**src/capture_pkg.sv**
```systemverilog
//////////////////////////////////////////////////////////////////////
// shared widths and types for the trace capture unit
// imported by wildcard in each module header that needs them
//////////////////////////////////////////////////////////////////////

package capture_pkg;

	//////////////////////////////////////////////////////////////////////
	// sensor geometry
	//////////////////////////////////////////////////////////////////////

	// width of the carry chain adder
	localparam int CHAIN_W = 128;

	// copies of the parameter byte needed to fill one operand
	localparam int SENSOR_REPS = CHAIN_W / 8;

	//////////////////////////////////////////////////////////////////////
	// data types
	//////////////////////////////////////////////////////////////////////

	// uart data, parameter byte and sample values
	typedef logic [7:0] byte_t;

	// one adder operand or sum
	typedef logic [CHAIN_W-1:0] chain_t;

	// controller FSM states
	typedef enum logic [2:0]
	{
		// waiting for a parameter byte
		IDLE       = 3'd0,
		// one sensor request per cycle
		SAMPLE     = 3'd1,
		// last two samples still in the sensor pipe
		DRAIN      = 3'd2,
		// quiet time before the dump
		GAP        = 3'd3,
		// echo of the parameter byte
		SEND_PARAM = 3'd4,
		// next trace byte out of the memory
		SEND_TRACE = 3'd5,
		// byte on the line, wait for the transmitter
		WAIT_TX    = 3'd6
	} ctrl_state_t;

endpackage

```
**src/capture_ctrl.sv**
```systemverilog
//////////////////////////////////////////////////////////////////////
// capture controller FSM
// trigger on a received byte, fill the trace, wait, then dump it
//////////////////////////////////////////////////////////////////////

`timescale 1ns/10ps

module capture_ctrl import capture_pkg::*;
#(
	parameter  int SAMPLES    = 1024,
	parameter  int GAP_CYCLES = 200,
	localparam int ADDR_W     = $clog2(SAMPLES)
)
(
	input  logic              clk0,
	input  logic              c10_resetn,
	input  byte_t             rx_data,
	input  logic              rx_valid,
	output byte_t             param,
	output logic              sample_req,
	output logic              sample_parity,
	input  logic              sample_valid,
	input  byte_t             sample_data,
	output logic              we,
	output logic [ADDR_W-1:0] addr,
	output byte_t             wdata,
	input  byte_t             rdata,
	output byte_t             tx_data,
	output logic              tx_start,
	input  logic              tx_ready,
	output logic              capture_active
);

	localparam int WAIT_W = $clog2(GAP_CYCLES + 1);

	ctrl_state_t       state;
	logic [ADDR_W-1:0] req_cnt;
	logic [ADDR_W-1:0] wr_ptr;
	logic [ADDR_W-1:0] rd_ptr;
	logic [WAIT_W-1:0] wait_cnt;
	// set once the final trace byte is handed over
	logic              last_q;

	//////////////////////////////////////////////////////////////////////
	// sensor and memory side
	//////////////////////////////////////////////////////////////////////

	assign sample_req     = (state == SAMPLE);
	// request k carries parity of k
	assign sample_parity  = req_cnt[0];
	assign capture_active = (state != IDLE);

	// samples land straight in the trace
	assign we    = sample_valid;
	assign wdata = sample_data;
	// write pointer while filling, read pointer for the dump
	assign addr  = (state == SAMPLE || state == DRAIN) ? wr_ptr : rd_ptr;

	// write pointer runs behind the requests by the sensor latency
	always_ff @(posedge clk0 or negedge c10_resetn)
	begin
		if (!c10_resetn)
			wr_ptr <= '0;
		else if (state == IDLE)
			wr_ptr <= '0;
		else if (sample_valid)
			wr_ptr <= wr_ptr + 1'b1;
	end

	//////////////////////////////////////////////////////////////////////
	// main FSM
	//////////////////////////////////////////////////////////////////////

	always_ff @(posedge clk0 or negedge c10_resetn)
	begin
		if (!c10_resetn)
		begin
			state    <= IDLE;
			req_cnt  <= '0;
			rd_ptr   <= '0;
			wait_cnt <= '0;
			last_q   <= 1'b0;
			tx_start <= 1'b0;
		end
		else
		begin
			case (state)
				IDLE:
				begin
					req_cnt  <= '0;
					rd_ptr   <= '0;
					wait_cnt <= '0;
					last_q   <= 1'b0;
					// trigger byte, anything later is ignored
					if (rx_valid)
						state <= SAMPLE;
				end
				SAMPLE:
				begin
					req_cnt <= req_cnt + 1'b1;
					if (req_cnt == ADDR_W'(SAMPLES - 1))
						state <= DRAIN;
				end
				DRAIN:
				begin
					// two cycles for the last samples to land
					if (wait_cnt == WAIT_W'(1))
					begin
						wait_cnt <= '0;
						state    <= GAP;
					end
					else
						wait_cnt <= wait_cnt + 1'b1;
				end
				GAP:
				begin
					if (wait_cnt == WAIT_W'(GAP_CYCLES - 1))
						state <= SEND_PARAM;
					else
						wait_cnt <= wait_cnt + 1'b1;
				end
				SEND_PARAM:
				begin
					// echo first, rdata of entry 0 settles meanwhile
					if (tx_ready)
					begin
						tx_data  <= param;
						tx_start <= 1'b1;
						state    <= WAIT_TX;
					end
				end
				SEND_TRACE:
				begin
					if (tx_ready)
					begin
						tx_data  <= rdata;
						tx_start <= 1'b1;
						last_q   <= (rd_ptr == ADDR_W'(SAMPLES - 1));
						rd_ptr   <= rd_ptr + 1'b1;
						state    <= WAIT_TX;
					end
				end
				WAIT_TX:
				begin
					// first cycle the byte is taken, ready drops after
					if (tx_start)
						tx_start <= 1'b0;
					else if (tx_ready)
						state <= last_q ? IDLE : SEND_TRACE;
				end
				default:
					state <= IDLE;
			endcase
		end
	end

	// param byte held for the whole run
	always_ff @(posedge clk0)
	begin
		if (state == IDLE && rx_valid)
			param <= rx_data;
	end

endmodule

```
**config.mk**
```make
export PLATFORM = sky130hd
export DESIGN_NAME = capture_ctrl
export DESIGN_NICKNAME = d
export VERILOG_FILES = /design/src/capture_pkg.sv /design/src/capture_ctrl.sv
export SDC_FILE = /design/constraint.sdc
export NUM_CORES = 1
export LEC_CHECK = 0
export ABC_AREA = 1
export BUFFER_PORTS_ARGS = -buffer_cell sky130_fd_sc_hd__buf_2
export CAP_MARGIN = 20
export CORE_MARGIN = 8
export CORE_UTILIZATION = 55
export DETAILED_ROUTE_END_ITERATION = 8
export PLACE_DENSITY = 0.85
export SYNTH_ARGS = -nofsm -noshare
export SYNTH_HDL_FRONTEND = slang
export SYNTH_SLANG_ARGS = --single-unit
```
**constraint.sdc**
```tcl
create_clock -name clk0 -period 3.1 [get_ports clk0]
set_clock_uncertainty 0.15 [all_clocks]
set_input_delay 0.62 -clock clk0 [delete_from_list [all_inputs] [get_ports clk0]]
set_output_delay 0.62 -clock clk0 [all_outputs]
set_load 0.01 [all_outputs]
```
==> results.toml <==
[cts]
holdBufCountCts = 0
cts_setup_buffers = 0
cts_buffer_depth = 2
clk_latency_ns = 0.34
htreeDepth = 3
numCtsBuffers = 9
cts.sinks = 59
cts_tree = "done"
root_buffer = "clkbuf_8"
cts_resized = 0
clk_pin_slew_ns = 0.07

[logic_synthesis]
ys_seq_elements = 59
syn_avg_cell_area_um2 = 7.875
synth_top_cell_area_share = 0.3269
yosys-top-cells-area = "dfrtp_1 (33%), edfxtp_1 (15%), nand2_1 (12%), inv_1 (6.6%), o21ai_0 (6.2%)"
synthCells = 418
netlist_area_um2 = 3292
synth_nets = 452
yosysTopAreaCell = "dfrtp_1"
ys_types = 33
ys_seq_area_frac = 0.4728
yosysWarningCount = 0

[finish]
drive_above_1_share = 0.1907
nFillCells = 483
n_antenna_cell = 0
syn2layout_area_growth_pct = 14.14
final_cell_area_um2 = 3757
multi_input_area_um2 = 1384
nNetsFinal = 501
final-seq-area_um2 = 1556

[placed_design]
gp_congestion = 0.8891
placed_cell_area_um2 = 3550
port_buffers = 51
dp_hpwl_mm = 5.491

[global_routing]
grt_pass1_vias = 2791
track_usage = 0.1787
grt_pass1_wl_mm = 12.33
grt_antenna_before_repair = 0
globalRouteOverflowTotal = 0
grt_max_degree = 44

[sta]
worst_slew_pin_slew_ns = 0.6315
relSlewSlack = 0.5774
drv_slew = 0
post-route-min-period_ns = 2.884
period_share = 0.9302
rsz0062_at_grt = "no"
setup_viol = 0
hold_violations = 0
tns_ns = 0
fmax_mhz = 346.8
hold_ws_ns = 0.2471

[floorplan]
rows = 28
die_x_um = 93.37
core_um2 = 5851
start_util = 0.5627
die_h_um = 93.37
io_pins = 68
dieArea_um2 = 8717

[route]
first_iter_violations = 203
dr.pass1.iters = 5
postRouteAntennaNets = 0
drc = 0
wl_per_cell_um = 13.93
via_per_inst = 5.382
vias = 2944
drt-total-wl_mm = 7.618

[critical_path]
path_class = "reg2out"
r2r_start = "state[2]"
cp_slowest_stage_delay_ns = 0.58
r2r-end = "param[3]"
end_kind = "output pin"
path_cells = "inv_1 -> nand2_2 -> nand2_1 -> o21ai_0 -> buf_2"
critPathArrivalTime_ns = 2.11
rr_worst_depth = 3
start_kind = "flop"
path_max_fanout = 21
critPathRequiredTime_ns = 2.33
cpMaxStageDelayCell = "dfrtp_1"
reg2reg_slack_ns = 0.96

[min_path]
hold_class = "in2async"

[power_and_ir_drop]
total_leakage_power_nw = 1.835
max-vdd-ir-drop_v = 0.0004444
p_per_area_nw_per_um2 = 734.3

[run]
cap_violations = 0

[status]
status = "finished, final reports clean"
worst max-delay path: cells and delay by family, from the launching register on:
family                 cells  cell delay (ns)
AO/OA/AOI/OAI              1             0.32
buffers and inverters      2             0.32
flip-flops                 1             0.58
AND/OR/NAND/NOR            2             0.54
cell usage in the layout, fill, tap and decap left out, types with 2 or more instances in the layout:
master and count:
a21oi_1 14, a31oi_1 2, buf_2 51, buf_4 2
bufinv_16 2, clkbuf_8 9, clkinv_2 4, dfrtp_1 43
edfxtp_1 16, ha_1 5, inv_1 58, inv_2 4
inv_4 2, nand2_1 104, nand2_2 5, nand2_4 3
nand3_1 28, nand4_1 12, nor2_1 36, nor2_2 2
nor2_4 2, nor3_1 7, nor3b_1 2, o211ai_1 4
o21ai_0 41, xor2_1 4
registers in the layout, summed over array words and instances (netlist names):
signal,flops
rd_ptr,10
req_cnt,10
wr_ptr,10
param,8
tx_data,8
wait_cnt,8
state,3
last_q,1
tx_start,1
where the power goes:
group / switching [W] / internal [W] / leakage (nW)
Clock: 0.000311 / 0.000447 / 0.110
Sequential: 0.000110 / 0.000922 / 0.734
Combinational: 0.000692 / 0.000277 / 0.992
final cells by class:
class | count | area share
clock inverters | 6 | 0.02131
repair buffers | 53 | 0.07193
flip-flops and latches | 59 | 0.4143
clock buffers | 10 | 0.03397
inverters | 64 | 0.06527
well taps | 75 | 0.02498
multi-input cells | 280 | 0.3683
per-layer routing:
metal	vias to the layer above	track usage	wire length (µm)
met3	16	0.05128	467
met5	-	0	0
li1	1444	-	-
met2	87	0.2873	3733
met4	0	0.1034	182
met1	1397	0.2088	3235
worst max path at each step:
stage                   end      from  slack (ns)
floorplan           addr[0]  state[0]        1.06
global placement    addr[9]  state[2]        0.72
detailed placement  addr[7]  state[2]        0.60
CTS                 addr[7]  state[2]        0.24
global route        addr[7]  state[2]        0.02
finish              addr[7]  state[2]        0.22
cell families after synthesis:
kind of cell	synth area share
adders and majority gates	0.01900
buffers and inverters	0.1068
and+or+nand+nor	0.2824
DFF	0.4728
AOI/OAI and AO/OA	0.1083
xor gates and xnor gates	0.01064
Yosys cell counts (all sizes together):
master and n:
buf 15, edfxtp 16, inv 64, ha 5, xor2 4, a21oi 15, nand4 12, a32o 1
o21ai 42, nor3b 2, or2 2, o211ai 4, dfrtp 43, nand3 29, a22o 1, nor2 40
nand2 112, a31oi 2, o22ai 1, nor3 8
stage by stage:
stage	setup WS (ns)	util	power [W]	cells
2_1_floorplan	1.059	-	0.001757	418
3_3_place_gp	0.7161	0.6067	0.001958	531
3_5_place_dp	0.6018	0.6067	0.001991	531
4_1_cts	0.2358	0.6422	0.002752	547
5_1_grt	0.02394	0.6422	0.002925	547
6_report	0.2164	0.6422	0.002759	547
Note: power is estimated with default switching activity, not from simulation.
