--- src/capture_pkg.sv ---
//////////////////////////////////////////////////////////////////////
// shared widths and types for the trace capture unit
// imported by wildcard in each module header that needs them
//////////////////////////////////////////////////////////////////////

package capture_pkg;

	//////////////////////////////////////////////////////////////////////
	// sensor geometry
	//////////////////////////////////////////////////////////////////////

	// width of the carry chain adder
	localparam int CHAIN_W = 128;

	// copies of the parameter byte needed to fill one operand
	localparam int SENSOR_REPS = CHAIN_W / 8;

	//////////////////////////////////////////////////////////////////////
	// data types
	//////////////////////////////////////////////////////////////////////

	// uart data, parameter byte and sample values
	typedef logic [7:0] byte_t;

	// one adder operand or sum
	typedef logic [CHAIN_W-1:0] chain_t;

	// controller FSM states
	typedef enum logic [2:0]
	{
		// waiting for a parameter byte
		IDLE       = 3'd0,
		// one sensor request per cycle
		SAMPLE     = 3'd1,
		// last two samples still in the sensor pipe
		DRAIN      = 3'd2,
		// quiet time before the dump
		GAP        = 3'd3,
		// echo of the parameter byte
		SEND_PARAM = 3'd4,
		// next trace byte out of the memory
		SEND_TRACE = 3'd5,
		// byte on the line, wait for the transmitter
		WAIT_TX    = 3'd6
	} ctrl_state_t;

endpackage

--- src/carry_sensor.sv ---
//////////////////////////////////////////////////////////////////////
// carry chain sensor with one wide adder fed from the parameter byte
// two cycle pipe of a sum register and a trailing ones count
//////////////////////////////////////////////////////////////////////

`timescale 1ns/10ps

module carry_sensor import capture_pkg::*;
(
	input  logic  clk0,
	input  logic  c10_resetn,
	input  byte_t param,
	input  logic  sample_req,
	input  logic  sample_parity,
	output logic  sample_valid,
	output byte_t sample_data
);

	chain_t pattern;
	chain_t operand_a;
	chain_t operand_b;
	chain_t sum_q;
	logic   req_q;

	// thermometer decode counts ones up from bit 0
	function automatic byte_t trailing_ones(input chain_t s);
		byte_t n;
		logic  run;
		n   = '0;
		run = 1'b1;
		for (int i = 0; i < CHAIN_W; i++)
		begin
			if (run && s[i])
				n = n + 8'd1;
			else
				run = 1'b0;
		end
		return n;
	endfunction

	assign pattern   = {SENSOR_REPS{param}};
	assign operand_a = ~pattern;
	// parity stands in for the clock on the carry-in bit
	assign operand_b = {pattern[CHAIN_W-2:0], sample_parity};

	// stage one sum and stage two trailing ones count
	always_ff @(posedge clk0)
	begin
		sum_q       <= operand_a + operand_b;
		sample_data <= trailing_ones(sum_q);
	end

	// valid follows the request through both stages
	always_ff @(posedge clk0 or negedge c10_resetn)
	begin
		if (!c10_resetn)
		begin
			req_q        <= 1'b0;
			sample_valid <= 1'b0;
		end
		else
		begin
			req_q        <= sample_req;
			sample_valid <= req_q;
		end
	end

endmodule

--- config.mk ---
export PLATFORM = sky130hd
export DESIGN_NAME = carry_sensor
export DESIGN_NICKNAME = d
export VERILOG_FILES = /design/src/capture_pkg.sv /design/src/carry_sensor.sv
export SDC_FILE = /design/constraint.sdc
export NUM_CORES = 1
export LEC_CHECK = 0
export ABC_AREA = 1
export BUFFER_PORTS_ARGS = -buffer_cell sky130_fd_sc_hd__buf_2
export CORE_ASPECT_RATIO = 1.25
export CORE_MARGIN = 8
export CORE_UTILIZATION = 25
export DETAILED_ROUTE_END_ITERATION = 10
export SLEW_MARGIN = 25
export SYNTH_ARGS = -nofsm -noshare
export SYNTH_HDL_FRONTEND = slang
export SYNTH_SLANG_ARGS = --single-unit
--- constraint.sdc ---
create_clock -name clk0 -period 31.7 [get_ports clk0]
set_input_delay 3.17 -clock clk0 [delete_from_list [all_inputs] [get_ports clk0]]
set_output_delay 3.17 -clock clk0 [all_outputs]
set_load 0.02 [all_outputs]
==> results of run 1 <==
-- cell usage in the layout (no fill, tap or decap), types with 5 or more instances in the layout --
master     count
nand3_1      426
nand3_2      100
mux2i_2        5
nand2_4       50
xor2_2        36
ha_4          32
buf_4        402
nor2_4        27
dfxtp_1       88
nand2_1      911
xnor2_1       48
clkbuf_16      9
mux2i_1        6
o21ai_1       44
o21ai_0       31
nor2_1       489
o21ai_2       42
clkinv_1      10
ha_1         101
nand3_4       16
inv_6          5
nand4_1       78
xor2_1       127
a21oi_1       29
inv_2         71
buf_6          7
inv_4          8
a21oi_2       23
nor2_2        46
nand2_2      154
nand3b_1       8
nor3_1        23
buf_2         20
inv_1        835
-- state kept, by name (all words and copies together) (netlist names) --
register      count
sample_valid      1
sample_data       8
sum_q            84
req_q             1
-- cell families after synthesis --
kind of cell	count (synthesis)	synth area share [%]
buffers and inverters	957	17.4
multiplexers	11	0.528
XOR/XNOR	217	10.6
adder cells (fa/ha/maj)	134	8.08
AO/OA/AOI/OAI	197	5.04
flip-flops	94	9.08
AND/OR/NAND/NOR	2338	49.3
-- worst paths after layout --
kind | start | to | slack [ns] | depth (start not counted)
max | sum_q[0] | sample_data[6] | -2.72 | 247
min | req_q | sample_valid | 0.36 | 0
max in group asynchronous | c10_resetn | req_q | 29.06 | 1
max reg2reg | sum_q[0] | sample_data[6] | -2.72 | 247
min reg2reg | req_q | sample_valid | 0.36 | 0
min in group asynchronous | c10_resetn | req_q | 2.55 | 1
-- power by group through the flow --
stage | clock network (mW) | logic (mW) | registers [mW]
6_report | 0.118 | 0.539 | 0.160
5_1_grt | 0.127 | 0.596 | 0.163
4_1_cts | 0.123 | 0.448 | 0.160
3_5_place_dp | 0 | 0.329 | 0.161
3_3_place_gp | 0 | 0.325 | 0.162
2_1_floorplan | 0 | 0.211 | 0.158
-- area by class of cell --
cell class                      count  area [um^2]
Antenna cell                        1         2.50
Clock buffer                        9          225
Clock inverter                      6         75.1
Fill cell                        8914        54900
Inverter                          931         3530
Multi-Input combinational cell   2897        17500
Sequential cell                    94         1900
Tap cell                         1080         1350
Timing Repair Buffer              431         3240
-- per-layer routing --
metal	track usage [%]	up-vias
li1	-	12888
met1	11.9	10295
met2	20.5	204
met3	0.973	104
met4	3.79	0
met5	0	-
-- per-stage QoR --
step           setup TNS (ns)  instance area (um^2)
2_1_floorplan               0                 21000
3_5_place_dp           -15.93                 23700
6_report               -17.78                 27800
3_3_place_gp           -11.37                 23700
5_1_grt                -34.40                 27800
4_1_cts                 -9.62                 25800
-- critical path, delay by kind of cell (launching register included) --
kind            cells  cell delay, ns
buf+inv            37            2.61
fa+ha+maj          63           15.90
simple gates       71            5.87
compound gates     67            8.22
mux                 9            1.30
flops               1            0.39
-- what timing repair did --
item	in CTS	in global routing
gates resized for setup	121	411
endpoints found under the hold margin	0	0
pin swaps	128	274
endpoints found under the setup margin	7	7
setup buffers	210	52
==> impl_metrics.env, run 1 <==
export IMPL_status="finished with violations"
export IMPL_violations="negative setup slack"
export IMPL_track_usage_pct=10.7
export IMPL_max_freq_mhz=29.0
export IMPL_p_leak_nw=14.5
export IMPL_ys_seq_elements=94
export IMPL_dp_cells=5203
export IMPL_critPathMaxFanout=3
export IMPL_vias_per_cell=4.31
export IMPL_finalHoldViolCount=0
export IMPL_cts_hold_buf=0
export IMPL_detail_route_first_pass_iterations=5
export IMPL_p_total_uw=817
export IMPL_vdd_drop_max_v=0.0000293
export IMPL_synth_largest_area_cell="nand2_1"
export IMPL_combPwrFrac_pct=66.0
export IMPL_yosysMostFrequentCell="nand2_1"
export IMPL_swShare_pct=41.1
export IMPL_worstHoldPathType="register to register"
export IMPL_synth_top_cells_by_area="nand2_1, inv_1, nand3_1"
export IMPL_synth_cell_types=51
export IMPL_vias=23491
export IMPL_fin_worst_hold_slack_ns=0.365
export IMPL_route_met2_wl_um=27500
export IMPL_syn_to_final_growth_pct=33.4
export IMPL_io_buffer_count=20
export IMPL_pre_cts_ws_ns=-2.46
export IMPL_fin_ws_ns=-2.72
export IMPL_endpoint_kind="register"
export IMPL_clock_sinks=94
export IMPL_grt_max_degree=20
export IMPL_setup_worst_path_class="register to register"
export IMPL_gp_congestion=0.822
export IMPL_die_area_um2=92900
export IMPL_met3_wirelength_um=838
export IMPL_core_um2=82700
export IMPL_grt_pass1_vias=21592
export IMPL_seq_power_share_pct=19.6
export IMPL_htreeDepth=3
export IMPL_period_needed_ns=34.42
export IMPL_die_height_um=339
export IMPL_io_pins=21
export IMPL_syn_area_um2=20800
export IMPL_layout_drive_gt1_share_pct=25.1
export IMPL_root_buffer="clkbuf_16"
export IMPL_start_util_pct=25.2
export IMPL_die_w_um=274
export IMPL_num_nets_final=4510
export IMPL_syn_avg_cell_area_um2=5.28
export IMPL_synthCells=3948
export IMPL_grt_antenna_before_repair=0
export IMPL_finalCritPeriodShare_pct=109
export IMPL_grt_pass1_wl_um=88200
export IMPL_cp_data_required_time_ns=31.98
export IMPL_drc=0
export IMPL_worstMarginPinSlew_ns=1.05
export IMPL_synth_common_cells="nand2_1, inv_1, nor2_1"
export IMPL_cts_tree="built"
export IMPL_critPathSlowestCell="dfxtp_4"
export IMPL_stdcell_count=5449
export IMPL_antenna_left=0
export IMPL_met1_length_um=22900
export IMPL_path_common_cell="ha_1"
export IMPL_p_switching_uw=336
export IMPL_crit_arrival_ns=34.71
export IMPL_drv_cap=0
export IMPL_maxSlewViolCount=0
export IMPL_insertion_delay_ns=0.39
export IMPL_cpPeakStageDelay_ns=0.39
export IMPL_rows=118
export IMPL_syn_num_nets=4094
export IMPL_post_route_util_pct=33.6
export IMPL_synth_edf_count=0
export IMPL_intPower_uw=481
export IMPL_synthDominantCellAreaShare_pct=18.9
export IMPL_clkTransAtPathRegs_ns=0.08
export IMPL_synth_ff_type="dfxtp_1"
export IMPL_clk_path_buf_depth=2
export IMPL_synthArstFlopShare_pct=2.13
export IMPL_rsz0062_at_grt="yes"
export IMPL_setup_violations_final=7
export IMPL_wl_per_cell_um=9.68
export IMPL_power_share_clock_pct=14.4
export IMPL_dp_hpwl_um=37400
export IMPL_slew_headroom_pct=29.8
export IMPL_overflow=0
export IMPL_drtIter0Drc=805
export IMPL_yosysSeqAreaShare_pct=9.08
export IMPL_finClkSkew_ns=0.0186
export IMPL_critical_path_startpoint_type="register"
export IMPL_maxUsedRoutingLayer="met4"
export IMPL_totalWireLength_um=52800
export IMPL_synth_warnings=0
export IMPL_cts_buffers=9
export IMPL_p_per_area_nw_per_um2=29.4
Note: power is estimated with default switching activity, not from simulation.
==> run 2: changes to the inputs <==
--- a/config.mk
+++ b/config.mk
@@ -7,7 +7,6 @@
 export LEC_CHECK = 0
 export ABC_AREA = 1
 export BUFFER_PORTS_ARGS = -buffer_cell sky130_fd_sc_hd__buf_2
-export CORE_ASPECT_RATIO = 1.25
 export CORE_MARGIN = 8
 export CORE_UTILIZATION = 25
 export DETAILED_ROUTE_END_ITERATION = 10
==> run 2 against run 1 <==
  * The flow still finishes with violations (negative setup slack)
  * Routed wire length decreased by 6.3%
  * Total power shrank 6.3%
  * Via count fell by 4.2%
  * Highest routed layer unchanged
  * Largest cell class unchanged
  * Critical path type unchanged
  * Utilization down 1.3 points
  * Maximum frequency up 1.3%
  * Die area about the same
  * Global-route usage decreased by 0.58 points
  * Worst setup slack improved by 0.45 ns
  * Sequential share of layout area increased by 0.22 points
==> impl_metrics.env, run 2 (same netlist as run 1, synthesis figures left out) <==
export IMPL_hold_path_depth=0
export IMPL_critPathSlowestCell="dfxtp_2"
export IMPL_final_common_cell="nand2_1"
export IMPL_finClkSkew_ns=0.0113
export IMPL_syn_to_final_growth_pct=29.2
export IMPL_finalCritPeriodShare_pct=107
export IMPL_violations="negative setup slack"
export IMPL_die_w_um=305
export IMPL_rsz0062_at_grt="yes"
export IMPL_clock_sinks=94
export IMPL_cp_data_required_time_ns=31.97
export IMPL_drc=0
export IMPL_worst_r2r_cell_count=304
export IMPL_io_pins=21
export IMPL_die_area_um2=92900
export IMPL_fin_worst_hold_slack_ns=0.367
export IMPL_cts_tree="built"
export IMPL_setup_violations_final=7
export IMPL_diodes=0
export IMPL_maxSlewViolCount=0
export IMPL_grt_max_degree=21
export IMPL_grt_pass1_vias=20157
export IMPL_worstHoldPathType="register to register"
export IMPL_p_total_uw=766
export IMPL_final_cell_mix="nand2_1, inv_1, nor2_1"
export IMPL_num_nets_final=4447
export IMPL_wl_per_cell_um=9.18
export IMPL_largest_register_ffs=84
export IMPL_worstHoldEndpoint="sample_valid"
export IMPL_grt_antenna_before_repair=0
export IMPL_htreeDepth=3
export IMPL_antenna_left=0
export IMPL_max_freq_mhz=29.4
export IMPL_rrSetupSlack_ns=-2.27
export IMPL_cp_top_family="simple AND/OR/NAND/NOR gates"
export IMPL_path_common_cell="nand2_2"
export IMPL_vias_per_cell=4.18
export IMPL_grt_pass1_wl_um=84500
export IMPL_period_needed_ns=33.97
export IMPL_crit_arrival_ns=34.24
export IMPL_clk_path_buf_depth=2
export IMPL_top_regs="sum_q x84, sample_data x8"
export IMPL_cts_buffers=9
export IMPL_io_buffer_count=20
export IMPL_detail_route_first_pass_iterations=5
export IMPL_insertion_delay_ns=0.37
export IMPL_drv_cap=0
export IMPL_critPathMaxFanout=5
export IMPL_cp_num_buf_inv=77
export IMPL_reg2reg_from="sum_q[0]"
export IMPL_totalWireLength_um=49400
export IMPL_gp_congestion=0.823
export IMPL_root_buffer="clkbuf_16"
export IMPL_fillers=9028
export IMPL_p_leak_nw=14.0
export IMPL_vias=22504
export IMPL_clkTransAtPathRegs_ns=0.08
export IMPL_top_register="sum_q"
export IMPL_status="finished with violations"
export IMPL_die_height_um=305
export IMPL_cpPeakStageDelay_ns=0.38
export IMPL_vdd_drop_max_v=0.0000248
export IMPL_start_util_pct=25.1
export IMPL_worstMarginPinSlew_ns=0.808
export IMPL_finalHoldViolCount=0
export IMPL_timing_rr_end="sample_data[6]"
export IMPL_track_usage_pct=10.1
export IMPL_crit_start="sum_q[0]"
export IMPL_dp_hpwl_um=36500
export IMPL_endpoint_kind="register"
export IMPL_layout_drive_gt1_share_pct=22.5
export IMPL_critical_path_startpoint_type="register"
export IMPL_drtIter0Drc=801
export IMPL_slew_headroom_pct=45.9
export IMPL_overflow=0
export IMPL_core_um2=83200
export IMPL_rows=106
export IMPL_fin_ws_ns=-2.27
export IMPL_p_per_area_nw_per_um2=28.4
export IMPL_setup_worst_path_class="register to register"
export IMPL_hp_start="req_q"
==> run 2: cell count changes in the layout (fill, tap and decap cells not counted), moves of 6 or more <==
cell / previous run / this run
buf_4: 402 / 336
nand2_1: 911 / 942
nand2_4: 50 / 21
nand3_1: 426 / 442
nand3_2: 100 / 94
nand3_4: 16 / 6
nor2_2: 46 / 52
nor2_4: 27 / 18
o21ai_0: 31 / 37
o21ai_2: 42 / 33
==> run 2: stage by stage <==
step / setup WS [ns] / setup TNS [ns] / area (um^2) / util, % / instances
floorplan: 0.00144 / 0 / 21000 / - / 3948
global placement: -1.67 / -10.76 / 23800 / 28.6 / 5213
detailed placement: -2.37 / -15.46 / 23800 / 28.6 / 5213
CTS: -1.50 / -9.24 / 25500 / 30.7 / 5341
global route: -4.86 / -32.74 / 26900 / 32.4 / 5386
finish: -2.27 / -15.18 / 26900 / 32.4 / 5386
==> run 2: layer usage <==
metal | part of all wire (%) | global-route usage (%)
met1 | 51 | 13.4
met2 | 46 | 17.6
met3 | 1.8 | 0.929
met4 | 1.4 | 2.20
met5 | 0 | 0
==> run 2: repair_timing <==
item                                   CTS  global route
setup endpoints to repair                7             7
hold buffers                             0             0
pin swaps                              149           164
buffers inserted                       112            45
endpoints found under the hold margin    0             0
resized for setup                      160           259
==> run 2: final cells by class <==
class                   count  area, um^2  area share [%]
clock buffers               9         225           0.836
clock inverters             7        86.3           0.321
inverters                 931        3530            13.1
multi-input cells        2897       17100            63.3
flip-flops and latches     94        1900            7.05
well taps                1080        1350            5.02
repair buffers            368        2780            10.3
==> run 2: worst max-delay path by stage <==
stage	endpoint	slack, ns	depth (start not counted)
6_report	sample_data[6]	-2.27	304
5_1_grt	sample_data[7]	-4.86	308
4_1_cts	sample_data[6]	-1.50	250
3_5_place_dp	sample_data[6]	-2.37	242
3_3_place_gp	sample_data[6]	-1.67	240
2_1_floorplan	sample_data[6]	0.001	251
==> run 2: where the power goes <==
part / total, mW / internal, mW / switching [mW] / leakage, nW
Combinational: 0.491 / 0.246 / 0.245 / 13.1
Sequential: 0.159 / 0.145 / 0.0147 / 0.798
Clock: 0.116 / 0.0567 / 0.0588 / 0.151
Total: 0.766 / 0.447 / 0.319 / 14.0
