`src/capture_pkg.sv`:
```
//////////////////////////////////////////////////////////////////////
// shared widths and types for the trace capture unit
// imported by wildcard in each module header that needs them
//////////////////////////////////////////////////////////////////////

package capture_pkg;

	//////////////////////////////////////////////////////////////////////
	// sensor geometry
	//////////////////////////////////////////////////////////////////////

	// width of the carry chain adder
	localparam int CHAIN_W = 128;

	// copies of the parameter byte needed to fill one operand
	localparam int SENSOR_REPS = CHAIN_W / 8;

	//////////////////////////////////////////////////////////////////////
	// data types
	//////////////////////////////////////////////////////////////////////

	// uart data, parameter byte and sample values
	typedef logic [7:0] byte_t;

	// one adder operand or sum
	typedef logic [CHAIN_W-1:0] chain_t;

	// controller FSM states
	typedef enum logic [2:0]
	{
		// waiting for a parameter byte
		IDLE       = 3'd0,
		// one sensor request per cycle
		SAMPLE     = 3'd1,
		// last two samples still in the sensor pipe
		DRAIN      = 3'd2,
		// quiet time before the dump
		GAP        = 3'd3,
		// echo of the parameter byte
		SEND_PARAM = 3'd4,
		// next trace byte out of the memory
		SEND_TRACE = 3'd5,
		// byte on the line, wait for the transmitter
		WAIT_TX    = 3'd6
	} ctrl_state_t;

endpackage

```
`src/uart_rx.sv`:
```
//////////////////////////////////////////////////////////////////////
// 8N1 uart receiver for the capture trigger byte
// rx_valid pulses for one cycle in the middle of a good stop bit
//////////////////////////////////////////////////////////////////////

`timescale 1ns/10ps

module uart_rx import capture_pkg::*;
#(
	parameter int CLKS_PER_BIT = 434
)
(
	input  logic  clk0,
	input  logic  c10_resetn,
	input  logic  rx,
	output byte_t rx_data,
	output logic  rx_valid
);

	localparam int CNT_W = $clog2(CLKS_PER_BIT);

	typedef enum logic [1:0]
	{
		RX_IDLE,
		RX_START,
		RX_DATA,
		RX_STOP
	} rx_state_t;

	rx_state_t        state;
	logic             rx_meta;
	logic             rx_s;
	logic [CNT_W-1:0] clk_cnt;
	logic [2:0]       bit_idx;

	// two flop synchronizer, line idles high
	always_ff @(posedge clk0 or negedge c10_resetn)
	begin
		if (!c10_resetn)
		begin
			rx_meta <= 1'b1;
			rx_s    <= 1'b1;
		end
		else
		begin
			rx_meta <= rx;
			rx_s    <= rx_meta;
		end
	end

	//////////////////////////////////////////////////////////////////////
	// bit timing, sample at mid-bit
	//////////////////////////////////////////////////////////////////////

	always_ff @(posedge clk0 or negedge c10_resetn)
	begin
		if (!c10_resetn)
		begin
			state    <= RX_IDLE;
			clk_cnt  <= '0;
			bit_idx  <= '0;
			rx_valid <= 1'b0;
			rx_data  <= '0;
		end
		else
		begin
			rx_valid <= 1'b0;
			case (state)
				RX_IDLE:
				begin
					clk_cnt <= '0;
					// falling edge = start bit
					if (!rx_s)
						state <= RX_START;
				end
				RX_START:
				begin
					if (clk_cnt == CNT_W'(CLKS_PER_BIT / 2 - 1))
					begin
						clk_cnt <= '0;
						bit_idx <= '0;
						// glitch check, still low at mid start bit
						state   <= rx_s ? RX_IDLE : RX_DATA;
					end
					else
						clk_cnt <= clk_cnt + 1'b1;
				end
				RX_DATA:
				begin
					if (clk_cnt == CNT_W'(CLKS_PER_BIT - 1))
					begin
						clk_cnt <= '0;
						// lsb first, shifts in from the top
						rx_data <= {rx_s, rx_data[7:1]};
						if (bit_idx == 3'd7)
							state <= RX_STOP;
						else
							bit_idx <= bit_idx + 1'b1;
					end
					else
						clk_cnt <= clk_cnt + 1'b1;
				end
				default:
				begin
					if (clk_cnt == CNT_W'(CLKS_PER_BIT - 1))
					begin
						// framing error drops the byte
						rx_valid <= rx_s;
						state    <= RX_IDLE;
					end
					else
						clk_cnt <= clk_cnt + 1'b1;
				end
			endcase
		end
	end

endmodule

```
`config.mk`:
```
export PLATFORM = sky130hd
export DESIGN_NAME = uart_rx
export DESIGN_NICKNAME = d
export VERILOG_FILES = /design/src/capture_pkg.sv /design/src/uart_rx.sv
export SDC_FILE = /design/constraint.sdc
export NUM_CORES = 1
export LEC_CHECK = 0
export BUFFER_PORTS_ARGS = -buffer_cell sky130_fd_sc_hd__buf_4
export CORE_MARGIN = 4
export CORE_UTILIZATION = 50
export CTS_CLUSTER_SIZE = 8
export DETAILED_ROUTE_END_ITERATION = 8
export PLACE_DENSITY_LB_ADDON = 0.2
export SETUP_SLACK_MARGIN = 0.1
export SYNTH_ARGS = -nofsm -noshare
export SYNTH_HDL_FRONTEND = slang
export SYNTH_SLANG_ARGS = --single-unit
```
`constraint.sdc`:
```
create_clock -name clk0 -period 2.9 [get_ports clk0]
set_input_delay 0.29 -clock clk0 [delete_from_list [all_inputs] [get_ports clk0]]
set_output_delay 0.29 -clock clk0 [all_outputs]
set_load 0.02 [all_outputs]
```
==> results of run 1 <==
-- cells in the final DEF (no fill, tap or decap), types with 3 or more instances in the layout --
master	instances
dfrtp_1	23
nor2_1	16
buf_4	11
mux2_2	9
nand3_1	5
nand2_1	5
ha_1	5
inv_1	4
xnor2_1	4
mux2i_1	4
a22o_1	3
clkbuf_4	3
-- final timing paths --
kind                            start    endpoint  slack (ns)
max                        clk_cnt[1]  bit_idx[0]        1.18
min                                rx     rx_meta        0.08
max reg2reg                clk_cnt[1]  bit_idx[0]        1.18
min reg2reg                   rx_meta        rx_s        0.37
max in group asynchronous  c10_resetn        rx_s        2.21
min in group asynchronous  c10_resetn  clk_cnt[8]        0.40
-- final cells by class --
type                            instances  area [sq um]
Fill cell                             191           890
Sequential cell                        25           628
Multi-Input combinational cell         72           568
Timing Repair Buffer                   12          92.6
Tap cell                               28          35.0
Clock buffer                            4          26.3
Inverter                                4          15.0
-- power by group through the flow --
stage / registers [uW] / clock network [uW] / logic [uW]
finish: 352 / 148 / 9.43
global route: 352 / 170 / 10.8
CTS: 352 / 155 / 9.96
detailed placement: 359 / 0 / 8.90
global placement: 359 / 0 / 8.85
floorplan: 358 / 0 / 0.0271
-- worst reg2reg max path, delay by kind of cell (launching register included) --
kind,cells,cell delay (ns)
compound gates,1,0.09
flops,1,0.43
buf+inv,1,0.11
simple gates,2,0.57
fa+ha+maj,1,0.17
mux,1,0.26
-- stage by stage --
step	instances	setup WS [ns]	util, %	hold slack (ns)
after CTS	145	1.17	60.5	0.0637
after global routing	145	1.06	60.5	0.0398
after floorplan	102	1.38	-	-0.00559
after global placement	140	1.25	58.9	0.208
after detailed placement	140	1.21	58.9	0.209
final	145	1.18	60.5	0.0755
-- sequential cells by signal, summed over array words and instances, names as in the netlist --
signal,flops
rx_s,1
state,2
bit_idx,3
rx_data,8
clk_cnt,9
rx_valid,1
rx_meta,1
-- per-layer routing --
layer  vias to the layer above  wire length, um
li1                        391                -
met1                       405              941
met2                        10             1020
met3                         2               71
met4                         0               18
met5                         -                0
-- kinds of logic after synthesis --
| family | Yosys count |
|---|---|
| AOI/OAI and AO/OA | 9 |
| DFF | 25 |
| adders and majority gates | 5 |
| xor gates and xnor gates | 6 |
| and+or+nand+nor | 38 |
| buffers and inverters | 5 |
| muxes | 14 |
==> results_dict.tcl, run 1 <==
set metrics [dict create \
    finalSetupTns_ns 0 \
    dpl.hpwl_um 1490 \
    drive_gt1_share_pct 27.4 \
    hp-class "input port to flop" \
    sw_frac_of_total_pct 20.1 \
    cts_root_buf "clkbuf_4" \
    crit_path_end_kind "flop" \
    path_cells "inv_1 > ha_1 > nor4bb_1 > and4bb_2 > a21boi_2 > mux2_4" \
    wl_per_cell_um 14.2 \
    avgSynthCellArea_sq_um 11.9 \
    ff2ff_path_depth 6 \
    max_freq_ghz 0.580 \
    worstHoldPathCells 1 \
    vdd_drop_max_v 0.000273 \
    synth_compound_area_share_pct 6.08 \
    grt_util_met2_pct 24.3 \
    power.clock.fraction_pct 29.1 \
    insertedDiodeCount 0 \
    viasPerCell 5.57 \
    area.growth.synth_to_final_pct 12.4 \
    synth_cells 102 \
    finalHoldViolations 0 \
    critPathMaxStageDelay_ns 0.43 \
    synth_common_cells "dfrtp_1 (23), nor2_1 (16), mux2_2 (9)" \
    drt_wl_total_um 2050 \
    power.density_nw_per_um2 373 \
    synth_area_leaders "dfrtp_1 (47%), mux2_2 (8.3%), ha_1 (5.1%)" \
    cts_resized 0 \
    synth-edff-count 0 \
    clock_sinks 25 \
    met1_usage_pct 18.0 \
    grt-busiest-layer "met2" \
    synthMuxAreaShare_pct 12.9 \
    die-area_sq_um 3280 \
    criticalPathCategory "flop to flop" \
    yosysMostFrequentCell "dfrtp_1" \
    fin_crit_ns 1.72 \
    globalRouteTotalUtil_pct 13.9 \
    place_area_sq_um 1330 \
    grt_pass1_wl_um 3690 \
    synthesis.area_sq_um 1210 \
    setup_viol_count_final 0 \
    synth_cell_type_count 29 \
    skew_ns 0.00731 \
    grt_max_degree 26 \
    async_flop_share_pct 100 \
    initial_core_util_pct 53.9 \
    syn-num-nets 110 \
    worstSetupStartpointType "flop" \
    dieWidth_um 57.3 \
    grtUsageMet3_pct 2.71 \
    synth_top_family_by_area "simple AND/OR/NAND/NOR gates" \
    portBuffers 11 \
    detail-route-antenna-nets 0 \
    timing.slew.headroom_pct 74.0 \
    cap_violations 0 \
    p_leak_uw 0.000645 \
    power.internal_uw 407 \
    cp_top_family "simple AND/OR/NAND/NOR gates" \
    tightestPinTransition_ns 0.391 \
    synthAdderAreaFrac_pct 5.15 \
    nets 126 \
    required_ns 3.10 \
    crit_cells 6 \
    antenna_found_initial 0 \
    yosysTopAreaCellShare_pct 47.4 \
    synthFlopType "dfrtp_1" \
    vias 808 \
    synthSimpleGateAreaFrac_pct 18.3 \
    combPwrFrac_pct 1.9 \
    core_area_sq_um 2250 \
    fin_total_pwr_uw 510 \
    finalCritPeriodShare_pct 59.5 \
    drt_pre_antenna_iters 4 \
    clk_transition_reported_paths_ns 0.13 \
    critical_path.slowest_cell "dfrtp_1" \
    grt_setup_unrepaired "no" \
    cts.path.max_buffers 2 \
    synth_top_area_cell "dfrtp_1" \
    grt_overflow 0 \
    gp_congestion 0.798 \
    slew_violations 0 \
    die_y_um 57.3 \
    cp_max_fo 5 \
    cts_inserted_buffers 3 \
    insertion_delay_ns 0.30 \
    post_cts_buffers 0 \
    drt-initial-drc-count 11 \
    seq_power_share_pct 69.1 \
    seq_area_frac_synth_pct 51.7 \
    ys_ff_latch 25 \
    yosysWarnings 0 \
    rows 17 \
    outcome "complete, no violations" \
    netSwitchingPower_uw 102 \
    grt_pass1_vias 859 \
    crit_buf_inv 1 \
    cp.arrival_ns 1.92 \
    finalInstanceArea_sq_um 1370 \
    io_pins 12 \
    hold_buffers 1 \
    tritoncts "done" \
    ctsHtreeMaxLevel 1 \
    synth_xor_area_share_pct 4.33 \
    drc 0 \
]
Note: power is estimated with default switching activity, not from simulation.
==> inputs of run 2 (changes only) <==
==> constraint.sdc (replaced) <==
create_clock -name clk0 -period 1.78 [get_ports clk0]
set_input_delay 0.178 -clock clk0 [delete_from_list [all_inputs] [get_ports clk0]]
set_output_delay 0.178 -clock clk0 [all_outputs]
set_load 0.02 [all_outputs]
==> results_dict.tcl, run 2 (synthesis gave the netlist of run 1 again) <==
set metrics [dict create \
    cts_root_buf "clkbuf_4" \
    cp.arrival_ns 1.85 \
    final_common_cell "dfrtp_1" \
    finalHoldViolations 0 \
    cts.path.max_buffers 2 \
    dieWidth_um 57.3 \
    ff2ff_path_depth 6 \
    vias 832 \
    grt_pass1_wl_um 3710 \
    grt_pass1_vias 836 \
    wl_per_cell_um 13.7 \
    io_pins 12 \
    required_ns 1.98 \
    insertion_delay_ns 0.31 \
    drt_wl_total_um 2070 \
    cap_violations 0 \
    dpl.cell_count 142 \
    detail-route-antenna-nets 0 \
    hp-class "input port to async pin" \
    outcome "complete, no violations" \
    gp_congestion 0.744 \
    clock_sinks 25 \
    nets 132 \
    drive_gt1_share_pct 34.1 \
    initial_core_util_pct 53.9 \
    max_freq_ghz 0.608 \
    area.growth.synth_to_final_pct 18.3 \
    r2r_start "clk_cnt[1]" \
    cp_max_fo 5 \
    crit_path_end_kind "flop" \
    drt-initial-drc-count 12 \
    drt_pre_antenna_iters 4 \
    cts_inserted_buffers 3 \
    rows 17 \
    vdd_drop_max_v 0.000494 \
    final_cells 151 \
    path_cells "inv_2 > ha_4 > nor4bb_1 > and4bb_2 > a21boi_2 > mux2_4" \
    critical_path.slowest_cell "dfrtp_1" \
    cp-startpoint "clk_cnt[1]" \
    crit_buf_inv 1 \
    largest_reg_flops 9 \
    largestRegisters "clk_cnt (9), rx_data (8), bit_idx (3)" \
    fin_crit_ns 1.64 \
    cp_top_family "simple AND/OR/NAND/NOR gates" \
    slew_violations 0 \
    utilization_pct 63.8 \
    tightestPinTransition_ns 0.332 \
    die_y_um 57.3 \
    multiInputGateArea_sq_um 592 \
    r2r_setup_slack_ns 0.14 \
    power.density_nw_per_um2 583 \
    core_area_sq_um 2250 \
    die-area_sq_um 3280 \
    finalCritPeriodShare_pct 92.4 \
    ctsHtreeMaxLevel 1 \
    top_register "clk_cnt" \
    critPathMaxStageDelay_ns 0.42 \
    criticalPathCategory "flop to flop" \
    timing.slew.headroom_pct 77.7 \
    p_leak_uw 0.000681 \
    globalRouteTotalUtil_pct 14.2 \
    finalSetupTns_ns 0 \
    antenna_found_initial 0 \
    fillers 188 \
    insertedDiodeCount 0 \
    r2r-end "bit_idx[0]" \
    grt_overflow 0 \
    tritoncts "done" \
    skew_ns 0.0108 \
    drc 0 \
    dpl.hpwl_um 1500 \
    final_cell_mix "dfrtp_1 (22), buf_4 (16), nor2_1 (15)" \
    clk_transition_reported_paths_ns 0.13 \
    viasPerCell 5.51 \
    setup_viol_count_final 0 \
    portBuffers 11 \
    grt_max_degree 26 \
    worstSetupStartpointType "flop" \
    regArea_sq_um 629 \
    grt_setup_unrepaired "yes" \
]
[run 2: area by class of cell]
cell class | instances | share of cell area [%]
Clock buffer | 4 | 1.83
Inverter | 4 | 1.04
Multi-Input combinational cell | 72 | 41.2
Sequential cell | 25 | 43.8
Tap cell | 28 | 2.44
Timing Repair Buffer | 18 | 9.75
[run 2: worst max path at each step]
| stage | end | slack [ns] | cells after the start |
|---|---|---|---|
| after floorplan | bit_idx[0] | 0.26 | 6 |
| after global placement | bit_idx[0] | 0.13 | 6 |
| after detailed placement | bit_idx[0] | 0.11 | 6 |
| after CTS | bit_idx[0] | 0.11 | 6 |
| after global routing | bit_idx[0] | 0.07 | 6 |
| final | bit_idx[0] | 0.14 | 6 |
[run 2: layer usage]
| layer | track usage (%) | part of all wire, % | vias up |
|---|---|---|---|
| met3 | 2.04 | 3.2 | 2 |
| li1 | - | - | 398 |
| met5 | 0 | 0 | - |
| met4 | 4.97 | 0.68 | 0 |
| met2 | 23.7 | 47 | 16 |
| met1 | 18.9 | 49 | 416 |
[run 2: worst reg2reg max path: stages, from the launching register on]
cell      delay [ns]
dfrtp_1         0.42
inv_2           0.10
ha_4            0.13
nor4bb_1        0.18
and4bb_2        0.36
a21boi_2        0.10
mux2_4          0.26
[run 2: repair_timing]
item,CTS,global route
gates resized for setup,0,7
hold endpoints to repair,24,0
setup buffers,1,2
pin swaps,1,3
hold buffers,2,0
endpoints found under the setup margin,1,21
[run 2: report_power, final]
group          total (uW)  switching [uW]  leakage (uW)  internal, uW
combinational        17.2            11.4      0.000340          5.74
clock                 247             160     0.0000150          87.5
sequential            573            1.40      0.000326           572
total                 838             173      0.000681           665
[run 2: metrics by stage]
step | setup slack (ns) | area, sq um | total power, uW | hold WS [ns]
after floorplan | 0.256 | 1210 | 584 | -0.118
after global placement | 0.128 | 1340 | 599 | 0.0954
after detailed placement | 0.115 | 1340 | 599 | 0.100
after CTS | 0.109 | 1400 | 853 | 0.280
after global routing | 0.0737 | 1440 | 875 | 0.289
final | 0.135 | 1440 | 838 | 0.283
==> inputs of run 3 (changes only) <==
--- a/config.mk
+++ b/config.mk
@@ -6,12 +6,11 @@
 export NUM_CORES = 1
 export LEC_CHECK = 0
 export BUFFER_PORTS_ARGS = -buffer_cell sky130_fd_sc_hd__buf_4
-export CORE_MARGIN = 4
 export CORE_UTILIZATION = 50
 export CTS_CLUSTER_SIZE = 8
 export DETAILED_ROUTE_END_ITERATION = 8
 export PLACE_DENSITY_LB_ADDON = 0.2
-export SETUP_SLACK_MARGIN = 0.1
+export SETUP_SLACK_MARGIN = 0.4
 export SYNTH_ARGS = -nofsm -noshare
 export SYNTH_HDL_FRONTEND = slang
 export SYNTH_SLANG_ARGS = --single-unit
==> constraint.sdc (replaced) <==
create_clock -name clk0 -period 2.1 [get_ports clk0]
set_input_delay 0.21 -clock clk0 [delete_from_list [all_inputs] [get_ports clk0]]
set_output_delay 0.21 -clock clk0 [all_outputs]
set_load 0.02 [all_outputs]
==> results_dict.tcl, run 3 (synthesis gave the netlist of run 1 again) <==
set metrics [dict create \
    combPwrFrac_pct 2.0 \
    insertedDiodeCount 0 \
    area.growth.synth_to_final_pct 19.6 \
    portBuffers 11 \
    vdd_drop_max_v 0.000530 \
    initial_core_util_pct 53.9 \
    die-area_sq_um 2630 \
    cts_root_buf "clkbuf_4" \
    timing.slew.headroom_pct 69.5 \
    criticalPathCategory "flop to flop" \
    largest_reg_flops 9 \
    cp_max_fo 4 \
    p_leak_uw 0.000672 \
    drt-initial-drc-count 13 \
    tritoncts "done" \
    wl_per_cell_um 13.8 \
    fillers 198 \
    gp_congestion 0.781 \
    dieWidth_um 51.3 \
    dpl.hpwl_um 1470 \
    cap_violations 0 \
    finalInstanceArea_sq_um 1450 \
    rows 17 \
    utilization_pct 64.4 \
    grt_pass1_wl_um 3550 \
    tightestPinTransition_ns 0.457 \
    fin_crit_ns 1.61 \
    finalSetupTns_ns 0 \
    die_y_um 51.3 \
    drt_pre_antenna_iters 4 \
    required_ns 2.32 \
    regArea_sq_um 629 \
    setup_viol_count_final 0 \
    clk_transition_reported_paths_ns 0.13 \
    cp.arrival_ns 1.83 \
    grt_pass1_vias 809 \
    drt_wl_total_um 2060 \
    grt_setup_unrepaired "no" \
    viasPerCell 5.44 \
    hp-class "input port to async pin" \
    multiInputGateArea_sq_um 622 \
    final_common_cell "dfrtp_1" \
    nets 130 \
    power.clock.fraction_pct 29.7 \
    skew_ns 0.00577 \
    io_pins 12 \
    sw_frac_of_total_pct 20.7 \
    netSwitchingPower_uw 148 \
    cts.path.max_buffers 2 \
    core_area_sq_um 2250 \
    finalCritPeriodShare_pct 76.9 \
    seq_power_share_pct 68.3 \
    finalHoldViolations 0 \
    fin_total_pwr_uw 712 \
    detail-route-antenna-nets 0 \
    clock_sinks 25 \
    ctsHtreeMaxLevel 1 \
    largestRegisters "clk_cnt (9), rx_data (8), bit_idx (3)" \
    crit_path_end_kind "flop" \
    power.internal_uw 564 \
    drive_gt1_share_pct 33.9 \
    max_freq_ghz 0.620 \
    power.density_nw_per_um2 490 \
    top_register "clk_cnt" \
    final_cell_mix "dfrtp_1 (22), nor2_1 (16), buf_4 (14)" \
    worstSetupStartpointType "flop" \
    antenna_found_initial 0 \
    grt_max_degree 26 \
    drc 0 \
    globalRouteTotalUtil_pct 18.6 \
    whs_ns 0.307 \
    slew_violations 0 \
    grt_overflow 0 \
    place_area_sq_um 1330 \
    outcome "complete, no violations" \
    insertion_delay_ns 0.31 \
    cts_inserted_buffers 3 \
    vias 810 \
]
-- run 3: power by group through the flow --
stage / combinational (uW) / clock [uW] / sequential, uW
4_1_cts: 15.2 / 220 / 486
5_1_grt: 17.0 / 236 / 486
3_5_place_dp: 12.3 / 0 / 495
2_1_floorplan: 0.0373 / 0 / 495
3_3_place_gp: 12.3 / 0 / 495
6_report: 14.3 / 211 / 486
-- run 3: cell type report --
cell class	count	area share (%)
clock buffers	4	1.81
inverters	4	1.03
multi-input cells	72	42.8
flip-flops and latches	25	43.3
well taps	28	2.41
repair buffers	16	8.61
-- run 3: repair_timing --
| action | 4_1_cts | 5_1_grt |
|---|---|---|
| setup endpoints to repair | 3 | 13 |
| pin swaps | 1 | 3 |
| gates resized for setup | 2 | 9 |
| buffers inserted | 1 | 2 |
| hold buffers | 2 | 0 |
| hold endpoints to repair | 24 | 0 |
-- run 3: final timing paths --
check	start	end	slack, ns	cells after the start
worst max-delay path	clk_cnt[0]	bit_idx[0]	0.49	6
worst min-delay path	c10_resetn	clk_cnt[7]	0.31	2
worst max register to register	clk_cnt[0]	bit_idx[0]	0.49	6
worst min register to register	rx_meta	rx_s	0.37	0
max in group asynchronous	c10_resetn	rx_s	1.49	2
min in group clk0	rx_meta	rx_s	0.37	0
-- run 3: routing by layer --
| layer | global-route usage (%) | vias up | wire length, um |
|---|---|---|---|
| met2 | 29.6 | 10 | 1010 |
| li1 | - | 400 | - |
| met3 | 3.57 | 4 | 41 |
| met4 | 10.4 | 0 | 27 |
| met1 | 23.7 | 396 | 980 |
| met5 | 0 | - | 0 |
-- run 3: metrics by stage --
stage          instances  setup slack [ns]
2_1_floorplan        102             0.576
3_3_place_gp         140             0.452
3_5_place_dp         140             0.379
4_1_cts              147             0.410
5_1_grt              149             0.393
6_report             149             0.486
-- run 3: worst max-delay path, cell delays in order (launching register included) --
cell      delay, ns
dfrtp_1        0.47
inv_2          0.09
ha_1           0.16
nor4b_4        0.20
nand4b_1       0.15
a21boi_2       0.20
mux2_4         0.25
